File: src/hdl/apb_stub_macros.svh
`ifndef APB_STUB_MACROS_SVH
`define APB_STUB_MACROS_SVH

// APB bus widths
`define APB_DATA_WIDTH 32
`define APB_ADDR_WIDTH 12
`define APB_STRB_WIDTH (`APB_DATA_WIDTH / 8)

// Register bank geometry
`define APB_REG_COUNT 16

// Entries per skid buffer, 2 or 4
`define APB_SKID_DEPTH 2

// Word 0 identification constant
`define APB_ID_VALUE 32'hA9B5_0001

`endif

File: src/hdl/apb_stub_pkg.sv
`include "apb_stub_macros.svh"

package apb_stub_pkg;

    // One APB transfer as seen by the register bank
    typedef struct packed {
        logic                         pwrite;
        logic [2:0]                   pprot;
        logic [`APB_STRB_WIDTH-1:0]   pstrb;
        logic [`APB_ADDR_WIDTH-1:0]   paddr;
        logic [`APB_DATA_WIDTH-1:0]   pwdata;
    } cmd_pkt_t;

    // Completion returned to the bridge
    typedef struct packed {
        logic                         pslverr;
        logic [`APB_DATA_WIDTH-1:0]   prdata;
    } rsp_pkt_t;

endpackage : apb_stub_pkg

File: src/hdl/apb_slave_stub.sv
`timescale 1ns/10ps
`include "apb_stub_macros.svh"

module apb_slave_stub (
    input  logic                         aclk,
    input  logic                         aresetn,

    // APB4 slave side
    input  logic                         i_psel,
    input  logic                         i_penable,
    input  logic [`APB_ADDR_WIDTH-1:0]   i_paddr,
    input  logic                         i_pwrite,
    input  logic [`APB_DATA_WIDTH-1:0]   i_pwdata,
    input  logic [`APB_STRB_WIDTH-1:0]   i_pstrb,
    input  logic [2:0]                   i_pprot,
    output logic [`APB_DATA_WIDTH-1:0]   o_prdata,
    output logic                         o_pslverr,
    output logic                         o_pready,

    // Command packet out
    output logic                         o_cmd_valid,
    input  logic                         i_cmd_ready,
    output apb_stub_pkg::cmd_pkt_t       o_cmd,

    // Response packet in
    input  logic                         i_rsp_valid,
    output logic                         o_rsp_ready,
    input  apb_stub_pkg::rsp_pkt_t       i_rsp
);

    typedef enum logic [1:0] {
        IDLE = 2'b01,
        XFER = 2'b10
    } state_t;

    state_t r_state;
    state_t w_next_state;

    // Command is a direct copy of the access phase signals
    assign o_cmd.pwrite = i_pwrite;
    assign o_cmd.pprot  = i_pprot;
    assign o_cmd.pstrb  = i_pstrb;
    assign o_cmd.paddr  = i_paddr;
    assign o_cmd.pwdata = i_pwdata;

    always_ff @(posedge aclk or negedge aresetn) begin
        if (!aresetn) begin
            r_state <= IDLE;
        end else begin
            r_state <= w_next_state;
        end
    end

    always_comb begin
        w_next_state = r_state;
        o_cmd_valid  = 1'b0;
        o_rsp_ready  = 1'b0;
        o_pready     = 1'b0;
        o_pslverr    = 1'b0;
        o_prdata     = '0;

        case (r_state)
            IDLE: begin
                // Push once the access phase starts and there is room
                if (i_psel && i_penable && i_cmd_ready) begin
                    o_cmd_valid  = 1'b1;
                    w_next_state = XFER;
                end
            end

            XFER: begin
                if (i_rsp_valid) begin
                    o_pready     = 1'b1;
                    o_pslverr    = i_rsp.pslverr;
                    o_prdata     = i_rsp.prdata;
                    o_rsp_ready  = 1'b1;
                    w_next_state = IDLE;
                end
            end

            default: begin
                w_next_state = IDLE;
            end
        endcase
    end

endmodule : apb_slave_stub

File: src/hdl/apb_stub_top.sv
`timescale 1ns/10ps
`include "apb_stub_macros.svh"

module apb_stub_top (
    input  logic                         aclk,
    input  logic                         aresetn,

    input  logic                         i_psel,
    input  logic                         i_penable,
    input  logic [`APB_ADDR_WIDTH-1:0]   i_paddr,
    input  logic                         i_pwrite,
    input  logic [`APB_DATA_WIDTH-1:0]   i_pwdata,
    input  logic [`APB_STRB_WIDTH-1:0]   i_pstrb,
    input  logic [2:0]                   i_pprot,
    output logic [`APB_DATA_WIDTH-1:0]   o_prdata,
    output logic                         o_pslverr,
    output logic                         o_pready
);

    localparam int CMD_W = $bits(apb_stub_pkg::cmd_pkt_t);
    localparam int RSP_W = $bits(apb_stub_pkg::rsp_pkt_t);

    // Bridge to command buffer
    logic                   w_cmd_valid;
    logic                   w_cmd_ready;
    apb_stub_pkg::cmd_pkt_t w_cmd;

    // Command buffer to bank
    logic                   w_bank_cmd_valid;
    logic                   w_bank_cmd_ready;
    apb_stub_pkg::cmd_pkt_t w_bank_cmd;

    // Bank to response buffer
    logic                   w_bank_rsp_valid;
    logic                   w_bank_rsp_ready;
    apb_stub_pkg::rsp_pkt_t w_bank_rsp;

    // Response buffer to bridge
    logic                   w_rsp_valid;
    logic                   w_rsp_ready;
    apb_stub_pkg::rsp_pkt_t w_rsp;

    apb_slave_stub apb_slave_stub_i (
        .aclk        (aclk),
        .aresetn     (aresetn),
        .i_psel      (i_psel),
        .i_penable   (i_penable),
        .i_paddr     (i_paddr),
        .i_pwrite    (i_pwrite),
        .i_pwdata    (i_pwdata),
        .i_pstrb     (i_pstrb),
        .i_pprot     (i_pprot),
        .o_prdata    (o_prdata),
        .o_pslverr   (o_pslverr),
        .o_pready    (o_pready),
        .o_cmd_valid (w_cmd_valid),
        .i_cmd_ready (w_cmd_ready),
        .o_cmd       (w_cmd),
        .i_rsp_valid (w_rsp_valid),
        .o_rsp_ready (w_rsp_ready),
        .i_rsp       (w_rsp)
    );

    axi_skid_buffer #(
        .DEPTH     (`APB_SKID_DEPTH),
        .PKT_WIDTH (CMD_W)
    ) cmd_skid (
        .aclk       (aclk),
        .aresetn    (aresetn),
        .i_wr_valid (w_cmd_valid),
        .o_wr_ready (w_cmd_ready),
        .i_wr_data  (w_cmd),
        .o_rd_valid (w_bank_cmd_valid),
        .i_rd_ready (w_bank_cmd_ready),
        .o_rd_data  (w_bank_cmd)
    );

    reg_bank_responder reg_bank_responder_i (
        .aclk        (aclk),
        .aresetn     (aresetn),
        .i_cmd_valid (w_bank_cmd_valid),
        .o_cmd_ready (w_bank_cmd_ready),
        .i_cmd       (w_bank_cmd),
        .o_rsp_valid (w_bank_rsp_valid),
        .i_rsp_ready (w_bank_rsp_ready),
        .o_rsp       (w_bank_rsp)
    );

    axi_skid_buffer #(
        .DEPTH     (`APB_SKID_DEPTH),
        .PKT_WIDTH (RSP_W)
    ) rsp_skid (
        .aclk       (aclk),
        .aresetn    (aresetn),
        .i_wr_valid (w_bank_rsp_valid),
        .o_wr_ready (w_bank_rsp_ready),
        .i_wr_data  (w_bank_rsp),
        .o_rd_valid (w_rsp_valid),
        .i_rd_ready (w_rsp_ready),
        .o_rd_data  (w_rsp)
    );

endmodule : apb_stub_top

File: src/hdl/axi_skid_buffer.sv
`timescale 1ns/10ps

module axi_skid_buffer #(
    parameter int DEPTH     = 2,
    parameter int PKT_WIDTH = 32
) (
    input  logic                 aclk,
    input  logic                 aresetn,

    input  logic                 i_wr_valid,
    output logic                 o_wr_ready,
    input  logic [PKT_WIDTH-1:0] i_wr_data,

    output logic                 o_rd_valid,
    input  logic                 i_rd_ready,
    output logic [PKT_WIDTH-1:0] o_rd_data
);

    localparam int PTR_W = $clog2(DEPTH);
    localparam int CNT_W = $clog2(DEPTH + 1);

    logic [PKT_WIDTH-1:0] r_mem [DEPTH];
    logic [PTR_W-1:0]     r_wr_ptr;
    logic [PTR_W-1:0]     r_rd_ptr;
    logic [CNT_W-1:0]     r_count;
    logic [CNT_W-1:0]     w_count_next;
    logic                 r_wr_ready;
    logic                 r_rd_valid;
    logic                 w_push;
    logic                 w_pop;

    // Both flags come straight from flops, so no ready path runs through
    assign o_wr_ready = r_wr_ready;
    assign o_rd_valid = r_rd_valid;
    assign o_rd_data  = r_mem[r_rd_ptr];

    assign w_push = i_wr_valid && r_wr_ready;
    assign w_pop  = r_rd_valid && i_rd_ready;

    always_comb begin
        w_count_next = r_count;
        case ({w_push, w_pop})
            2'b10:   w_count_next = r_count + 1'b1;
            2'b01:   w_count_next = r_count - 1'b1;
            default: w_count_next = r_count;
        endcase
    end

    always_ff @(posedge aclk or negedge aresetn) begin
        if (!aresetn) begin
            r_wr_ptr   <= '0;
            r_rd_ptr   <= '0;
            r_count    <= '0;
            r_wr_ready <= 1'b1;
            r_rd_valid <= 1'b0;
        end else begin
            if (w_push) begin
                r_wr_ptr <= (r_wr_ptr == PTR_W'(DEPTH - 1)) ? '0 : r_wr_ptr + 1'b1;
            end
            if (w_pop) begin
                r_rd_ptr <= (r_rd_ptr == PTR_W'(DEPTH - 1)) ? '0 : r_rd_ptr + 1'b1;
            end
            r_count    <= w_count_next;
            r_wr_ready <= (w_count_next != CNT_W'(DEPTH));
            r_rd_valid <= (w_count_next != '0);
        end
    end

    // Storage
    always_ff @(posedge aclk) begin
        if (w_push) begin
            r_mem[r_wr_ptr] <= i_wr_data;
        end
    end

endmodule : axi_skid_buffer

File: src/hdl/reg_bank_responder.sv
`timescale 1ns/10ps
`include "apb_stub_macros.svh"

module reg_bank_responder (
    input  logic                     aclk,
    input  logic                     aresetn,

    input  logic                     i_cmd_valid,
    output logic                     o_cmd_ready,
    input  apb_stub_pkg::cmd_pkt_t   i_cmd,

    output logic                     o_rsp_valid,
    input  logic                     i_rsp_ready,
    output apb_stub_pkg::rsp_pkt_t   o_rsp
);

    localparam int DW    = `APB_DATA_WIDTH;
    localparam int AW    = `APB_ADDR_WIDTH;
    localparam int SW    = `APB_STRB_WIDTH;
    localparam int NREG  = `APB_REG_COUNT;
    localparam int OFS_W = $clog2(SW);
    localparam int IDX_W = $clog2(NREG);

    // Word 0 is the ID constant and has no storage
    logic [DW-1:0]          r_regs [1:NREG-1];
    logic                   r_rsp_valid;
    apb_stub_pkg::rsp_pkt_t r_rsp;

    logic                   w_accept;
    logic                   w_wr_en;
    logic [IDX_W-1:0]       w_idx;
    logic                   w_misaligned;
    logic                   w_out_of_range;
    logic                   w_id_write;
    logic                   w_nonsec_write;
    logic                   w_error;
    logic [DW-1:0]          w_cur_word;
    logic [DW-1:0]          w_merged;
    apb_stub_pkg::rsp_pkt_t w_rsp_next;

    // One response outstanding at most
    assign o_cmd_ready = !r_rsp_valid;
    assign o_rsp_valid = r_rsp_valid;
    assign o_rsp       = r_rsp;

    assign w_accept = i_cmd_valid && o_cmd_ready;

    // Address decode
    assign w_idx          = i_cmd.paddr[OFS_W +: IDX_W];
    assign w_misaligned   = (i_cmd.paddr[OFS_W-1:0] != '0);
    assign w_out_of_range = (i_cmd.paddr[AW-1:OFS_W+IDX_W] != '0);
    assign w_id_write     = i_cmd.pwrite && (w_idx == '0);
    // Non-secure masters may not write the upper half
    assign w_nonsec_write = i_cmd.pwrite && i_cmd.pprot[1] && (w_idx >= IDX_W'(NREG / 2));
    assign w_error        = w_misaligned || w_out_of_range || w_id_write || w_nonsec_write;

    assign w_wr_en = w_accept && i_cmd.pwrite && !w_error;

    always_comb begin
        if (w_idx == '0) begin
            w_cur_word = `APB_ID_VALUE;
        end else begin
            w_cur_word = r_regs[w_idx];
        end

        // Byte-lane merge
        w_merged = w_cur_word;
        for (int b = 0; b < SW; b++) begin
            if (i_cmd.pstrb[b]) begin
                w_merged[b*8 +: 8] = i_cmd.pwdata[b*8 +: 8];
            end
        end

        // Writes and errors return zero
        w_rsp_next.pslverr = w_error;
        w_rsp_next.prdata  = (w_error || i_cmd.pwrite) ? '0 : w_cur_word;
    end

    always_ff @(posedge aclk or negedge aresetn) begin
        if (!aresetn) begin
            for (int i = 1; i < NREG; i++) begin
                r_regs[i] <= '0;
            end
        end else begin
            for (int i = 1; i < NREG; i++) begin
                if (w_wr_en && (w_idx == IDX_W'(i))) begin
                    r_regs[i] <= w_merged;
                end
            end
        end
    end

    always_ff @(posedge aclk or negedge aresetn) begin
        if (!aresetn) begin
            r_rsp_valid <= 1'b0;
        end else if (w_accept) begin
            r_rsp_valid <= 1'b1;
        end else if (i_rsp_ready) begin
            r_rsp_valid <= 1'b0;
        end
    end

    // Response payload
    always_ff @(posedge aclk) begin
        if (w_accept) begin
            r_rsp <= w_rsp_next;
        end
    end

endmodule : reg_bank_responder

File: config.mk
export PLATFORM = sky130hd
export DESIGN_NAME = apb_stub_top
export DESIGN_NICKNAME = d
export VERILOG_FILES = /design/src/hdl/apb_stub_pkg.sv /design/src/hdl/apb_slave_stub.sv /design/src/hdl/apb_stub_top.sv /design/src/hdl/axi_skid_buffer.sv /design/src/hdl/reg_bank_responder.sv
export VERILOG_INCLUDE_DIRS = /design/src /design/src/hdl
export SDC_FILE = /design/constraint.sdc
export NUM_CORES = 1
export LEC_CHECK = 0
export ABC_AREA = 1
export ABC_CLOCK_PERIOD_IN_PS = 4650
export BUFFER_PORTS_ARGS = -buffer_cell sky130_fd_sc_hd__buf_2
export CAP_MARGIN = 20
export CORE_MARGIN = 5
export CORE_UTILIZATION = 50
export DETAILED_ROUTE_END_ITERATION = 16
export PLACE_DENSITY_LB_ADDON = 0.1
export SYNTH_ARGS = -nofsm -noshare
export SYNTH_HDL_FRONTEND = slang
export SYNTH_HIERARCHICAL = 1
export SYNTH_SLANG_ARGS = --single-unit
File: constraint.sdc
create_clock -name aclk -period 4.65 [get_ports aclk]
set_input_delay 0.93 -clock aclk [delete_from_list [all_inputs] [get_ports aclk]]
set_output_delay 0.93 -clock aclk [all_outputs]
set_load 0.05 [all_outputs]
# Word-level counts from Yosys, hierarchy flattened

Memory sizes are Yosys's and may differ from the RTL's.
Cells that the tools add are included.

Output and inout bits: 34
RAM bits: 170
Bits in registers: 528
Memories kept: 2
Input port bits: 56
Logic and storage cells: 137

Memories:

| memory         | words | width | read ports | clocked after Yosys merged registers in | wr ports | RTL line              | source |
|---|---|---|---|---|---|---|---|
| cmd_skid.r_mem | 2     | 52    | 1          | 0                                       | 1        | axi_skid_buffer.sv:22 | `logic [PKT_WIDTH-1:0] r_mem [DEPTH];` |
| rsp_skid.r_mem | 2     | 33    | 1          | 0                                       | 1        | axi_skid_buffer.sv:22 |  |

Magnitude comparators: 2
Add/subtract/negate cells: 8
Reduce and logical (&&, ||, !) cells: 39
Multiplexer cells: 31
Bitwise logic cells: 1
Equality and inequality tests: 25

Operator list:

| cell                                                      | count |
|---|---|
| two-way mux 32 bit                                        | 5 |
| binary-select mux 32 bit (select 4 bit)                   | 1 |
| equality test 4 bit (second input constant)               | 8 |
| two-way mux 8 bit                                         | 4 |
| logical AND 1 bit                                         | 26 |
| equality test 4 x 3 -> 1 bit (second input constant)      | 4 |
| two-way mux 1 bit                                         | 16 |
| one-hot mux 2 bit (2 select lines)                        | 3 |
| equality test 4 x 2 -> 1 bit (second input constant)      | 2 |
| nonzero test 2 bit                                        | 4 |
| equality test 2 x 1 -> 1 bit (second input constant)      | 3 |
| equality test 2 bit (second input constant)               | 3 |
| nonzero test 6 bit                                        | 1 |
| greater-or-equal comparator 5 bit (second input constant) | 1 |
| NOT 4 -> 5 bit                                            | 1 |
| adder 1 bit (second input constant)                       | 4 |
| adder 2 x 1 -> 2 bit (second input constant)              | 2 |
| equality test 4 x 1 -> 1 bit (second input constant)      | 1 |
| greater-or-equal comparator 4 bit (second input constant) | 1 |
| logical NOT 4 bit                                         | 1 |
| logical OR 1 bit                                          | 4 |
| two-way mux 2 bit                                         | 2 |
| != test 2 x 1 -> 1 bit (second input constant)            | 2 |
| != test 2 bit (second input constant)                     | 2 |
| 3 further kinds                                           | 5 |

# Depth between registers and ports, before layout

Depth after elaboration: 8
Mapped depth: 20
Depth with buffers taken out: 14

# Modules after synthesis

The synthesis kept the hierarchy.

Modules (own cells, without submodules):

| module                     | times used | cells an instance | seq. area each (µm²) | area each (µm²) |
|---|---|---|---|---|
| reg_bank_responder         | 1          | 3,636             | 13,027.5             | 25,981.2 |
| axi_skid_buffer (cmd_skid) | 1          | 301               | 3,274.4              | 4,088.9 |
| axi_skid_buffer (rsp_skid) | 1          | 202               | 2,133.3              | 2,743.9 |
| apb_slave_stub             | 1          | 140               | 51.3                 | 903.4 |

# Least setup slack after synthesis

No wires, ideal clock.

Kind: input to register
From: in i_psel
To: mem cmd_skid/r_mem[0][0] in the netlist's numbering, enable pin
Data arrival time: 3.435 ns
Data required time: 4.188 ns
Setup time: 0.462 ns
Path buffers: 0
Cell stages on the path: 4
Slack: 0.753 ns
Path through: nand3_1 > nor2_1 > nand2_1 > nor2_1

Word-level cells in the longest chain between the ends: 7

Ends and longest elaborated chain:

| element                                 | RTL line              | source |
|---|---|---|
| start, declared                         | apb_stub_top.sv:8     | `input logic i_psel,` |
| logical AND 1 bit (2 in series)         | apb_slave_stub.sv:65  | `if (i_psel && i_penable && i_cmd_ready) begin` |
| two-way mux 1 bit                       | apb_slave_stub.sv:65  |  |
| two-way mux 1 bit                       | apb_slave_stub.sv:62  | `case (r_state)` |
| via w_cmd_valid                         | apb_stub_top.sv:24    | `logic w_cmd_valid;` |
| logical AND 1 bit                       | axi_skid_buffer.sv:37 | `assign w_push = i_wr_valid && r_wr_ready;` |
| two-way mux 1 bit                       | axi_skid_buffer.sv:71 | `if (w_push) begin` |
| two-way mux 1 bit (implied by the code) | axi_skid_buffer.sv:72 | `r_mem[r_wr_ptr] <= i_wr_data;` |
| end, declared                           | axi_skid_buffer.sv:22 |  |

The timed path passes the listed nets, and every way through them passes these cells.

==> insert_results.sql <==
INSERT INTO impl_metrics (metric_group, metric, value, unit) VALUES
('clocking', 'clock_sinks', '694', ''),
('critical_path', 'cp_data_required_time', '5140', 'ps'),
('clocking', 'clk_pin_slew', '60', 'ps'),
('critical_path', 'timing.critical_path.max_delay_family', 'simple AND/OR/NAND/NOR gates', ''),
('placement', 'place.detailed.hpwl', '55100', 'µm'),
('finish', 'final_net_count', '4193', ''),
('power_and_ir_drop', 'worst_ir_drop_vdd', '365', 'µV'),
('sta', 'timing.setup.tns', '0', 'ps'),
('critical_path', 'critical_path.endpoint_type', 'flip-flop', ''),
('sta', 'min_period', '3670', 'ps'),
('critical_path', 'path_max_fanout', '32', ''),
('clocking', 'cts_post_setup_buffers_inserted', '0', ''),
('flow_run', 'maxCapViolations', '0', ''),
('sta', 'timing.final.max_slew_violations', '0', ''),
('power_and_ir_drop', 'power.internal', '11.6', 'mW'),
('sta', 'worst_slew_margin_rel', '23.0', '%'),
('floorplanning', 'fp.dieW', '269', 'µm'),
('critical_path', 'crit_path_cell_trace', 'inv_6, buf_4, nand2_1, nand2_1, nor2_4, nand2_1, nand2_1, inv_2, nand4_1, nor2_4, inv_2, nand2_1, nand2_1', ''),
('clocking', 'cts_buffers', '75', ''),
('critical_path', 'worstRegToRegCells', '13', ''),
('route', 'route.detailed.drc', '0', ''),
('critical_path', 'crit_path_start_kind', 'flip-flop', ''),
('clocking', 'clk_latency', '620', 'ps'),
('floorplanning', 'core_area', '66900', 'µm²'),
('synthesis', 'synth-warning-count', '6', ''),
('sta', 'finalHoldViolCount', '0', ''),
('sta', 'achievable-frequency', '272', 'MHz'),
('route', 'antenna_left', '0', ''),
('critical_path', 'cell_seen_most_often_among_critical_path_stages', 'nand2_1', ''),
('clocking', 'cts_root_buf', 'clkbuf_16', ''),
('global_route', 'grt_pass1_wl', '155000', 'µm'),
('critical_path', 'timing.critical_path.buf_inv', '4', ''),
('route', 'via_count', '27600', ''),
('floorplanning', 'die_height', '269', 'µm'),
('critical_path', 'timing.setup.critical_path_class', 'flip-flop to flip-flop', ''),
('sta', 'fin_worst_hold_slack', '181', 'ps'),
('sta', 'worst_pin_slew', '1150', 'ps'),
('route', 'post_drt_wl_per_cell', '20.0', 'µm'),
('global_route', 'grt_max_degree', '147', ''),
('synthesis', 'mappedNetlistNets', '4325', ''),
('clocking', 'clock_tree.htree_level_count', '3', ''),
('power_and_ir_drop', 'leakagePower', '19.4', 'nW'),
('critical_path', 'critical_path_depth', '13', ''),
('clocking', 'hold_buffers', '0', ''),
('critical_path', 'slowest_stage_delay_on_critical_path', '580', 'ps'),
('placement', 'io_buffers', '87', ''),
('power_and_ir_drop', 'pwr-share-comb', '27.6', '%'),
('route', 'dr.first_iter.drc_count', '3014', ''),
('placement', 'finalWeightedCongestion', '0.806', ''),
('power_and_ir_drop', 'p_sw', '6.96', 'mW'),
('route', 'wirelength', '102000', 'µm'),
('finish', 'n_antenna_cell', '0', ''),
('power_and_ir_drop', 'clk_pwr_share', '33.8', '%'),
('global_route', 'grt_usage', '27.9', '%'),
('outcome', 'outcome', 'complete, no violations', ''),
('synthesis', 'syn_area', '33600', 'µm²'),
('sta', 'clock-skew-final', '24.6', 'ps'),
('floorplanning', 'design.portCount', '90', ''),
('synthesis', 'post_synthesis_mean_instance_area', '7.86', 'µm²'),
('sta', 'setup-violations-final', '0', ''),
('power_and_ir_drop', 'power_switching_share', '37.5', '%'),
('clocking', 'cts_repair_resize_count', '0', ''),
('clocking', 'max-clock-path-buffers', '3', ''),
('floorplanning', 'initial_core_util', '50.1', '%'),
('critical_path', 'critical-path-slowest-cell', 'inv_2', ''),
('critical_path', 'worst_case_register_to_register_setup_slack', '980', 'ps'),
('critical_path', 'cp.arrival', '4170', 'ps'),
('global_route', 'antenna_found_initial', '1', ''),
('worst_hold_path', 'hold_class', 'input port to async pin', ''),
('global_route', 'grt_overflow_total', '0', ''),
('route', 'vias_per_cell', '5.44', ''),
('power_and_ir_drop', 'cellPowerDensity', '509', 'nW/µm²'),
('synthesis', 'netlist_instances', '4267', ''),
('route', 'drtPass1Iterations', '6', ''),
('floorplanning', 'rows', '95', ''),
('sta', 'post-route-period-util', '79.0', '%'),
('sta', 'grt_setup_unrepaired', 'false', ''),
('clocking', 'cts_tree', 'yes', ''),
('power_and_ir_drop', 'seq_power_share', '38.6', '%'),
('floorplanning', 'floorplan.die_area', '72400', 'µm²'),
('finish', 'final_layout_size_suffix_gt1_share', '9.57', '%'),
('global_route', 'vias_in_the_first_global_route', '25600', ''),
('finish', 'layout-area-overhead-vs-synth', '8.70', '%');
## power by group through the flow
| stage | clock (mW) | sequential [mW] | combinational, mW |
|---|---|---|---|
| 2_1_floorplan | 0 | 7.24 | 3.69 |
| 3_3_place_gp | 0 | 7.31 | 5.01 |
| 3_5_place_dp | 0 | 7.32 | 5.02 |
| 4_1_cts | 6.38 | 7.20 | 5.02 |
| 5_1_grt | 6.67 | 7.22 | 5.49 |
| 6_report | 6.28 | 7.17 | 5.13 |
## area by class of cell
class / count / area (µm²)
well taps: 873 / 1090
fillers: 6400 / 30400
inverters: 49 / 203
multi-input cells: 3161 / 13100
flip-flops and latches: 694 / 18400
clock inverters: 38 / 480
clock buffers: 96 / 2090
repair buffers: 154 / 1140
## through the flow
| stage | instances | setup WS (ps) | utilization [%] | cell area [µm²] | total power, mW |
|---|---|---|---|---|---|
| finish | 5065 | 977 | 54.5 | 36500 | 18.6 |
| floorplan | 4267 | 840 | - | 33600 | 10.9 |
| detailed placement | 4930 | 1020 | 50.6 | 33900 | 12.3 |
| global route | 5065 | 776 | 54.5 | 36500 | 19.4 |
| CTS | 5064 | 994 | 54.5 | 36500 | 18.6 |
| global placement | 4930 | 1070 | 50.6 | 33900 | 12.3 |
## worst paths after layout
kind,startpoint,to
setup / recovery,cmd_skid/r_rd_ptr,reg_bank_responder_i/r_regs[162]
hold / removal,aresetn,reg_bank_responder_i/r_regs[95]
setup reg to reg,cmd_skid/r_rd_ptr,reg_bank_responder_i/r_regs[162]
hold reg to reg,reg_bank_responder_i/o_rsp[6],rsp_skid/r_mem[1][6]
max in group asynchronous,aresetn,reg_bank_responder_i/r_regs[143]
min in group aclk,reg_bank_responder_i/o_rsp[6],rsp_skid/r_mem[1][6]
## sequential cells by signal, summed over array words and instances, names as in the netlist
name and cells:
cmd_skid/o_wr_ready 1, cmd_skid/r_wr_ptr 1, rsp_skid/r_mem 66, reg_bank_responder_i/o_rsp 33, rsp_skid/r_rd_ptr 1, cmd_skid/o_rd_valid 1, cmd_skid/r_mem 100, reg_bank_responder_i/r_regs 480
rsp_skid/r_count 2, rsp_skid/o_rd_valid 1, rsp_skid/r_wr_ptr 1, reg_bank_responder_i/o_rsp_valid 1, cmd_skid/r_count 2, rsp_skid/o_wr_ready 1, cmd_skid/r_rd_ptr 1, apb_slave_stub_i/r_state 2
## routing by layer
layer | GRT usage (%) | vias up | routed length, µm
li1 | - | 13100 | -
met1 | 38.3 | 13200 | 42400
met3 | 6.28 | 192 | 9410
met5 | 0 | - | 12
met2 | 45.0 | 1110 | 46800
met4 | 7.80 | 2 | 2850
## cell usage in the layout, fill, tap and decap left out, types with 2 or more instances in the layout
cell type	n
buf_4	52
buf_12	14
clkbuf_1	13
buf_2	86
clkinvlp_4	7
nand2_2	17
clkbuf_16	80
nand4_1	3
edfxtp_1	199
bufinv_16	11
dfrtp_1	491
nor2_2	33
nor2_4	21
ha_1	2
clkinv_2	10
inv_6	4
nor2_1	77
o21ai_0	3
nand2_4	3
dfstp_2	3
o21bai_1	9
xor2_1	6
inv_1	28
clkbuf_8	3
clkinv_1	9
nand3_1	570
nand2_1	2381
or2_2	32
inv_2	16
Note: power is estimated with default switching activity, not from simulation.
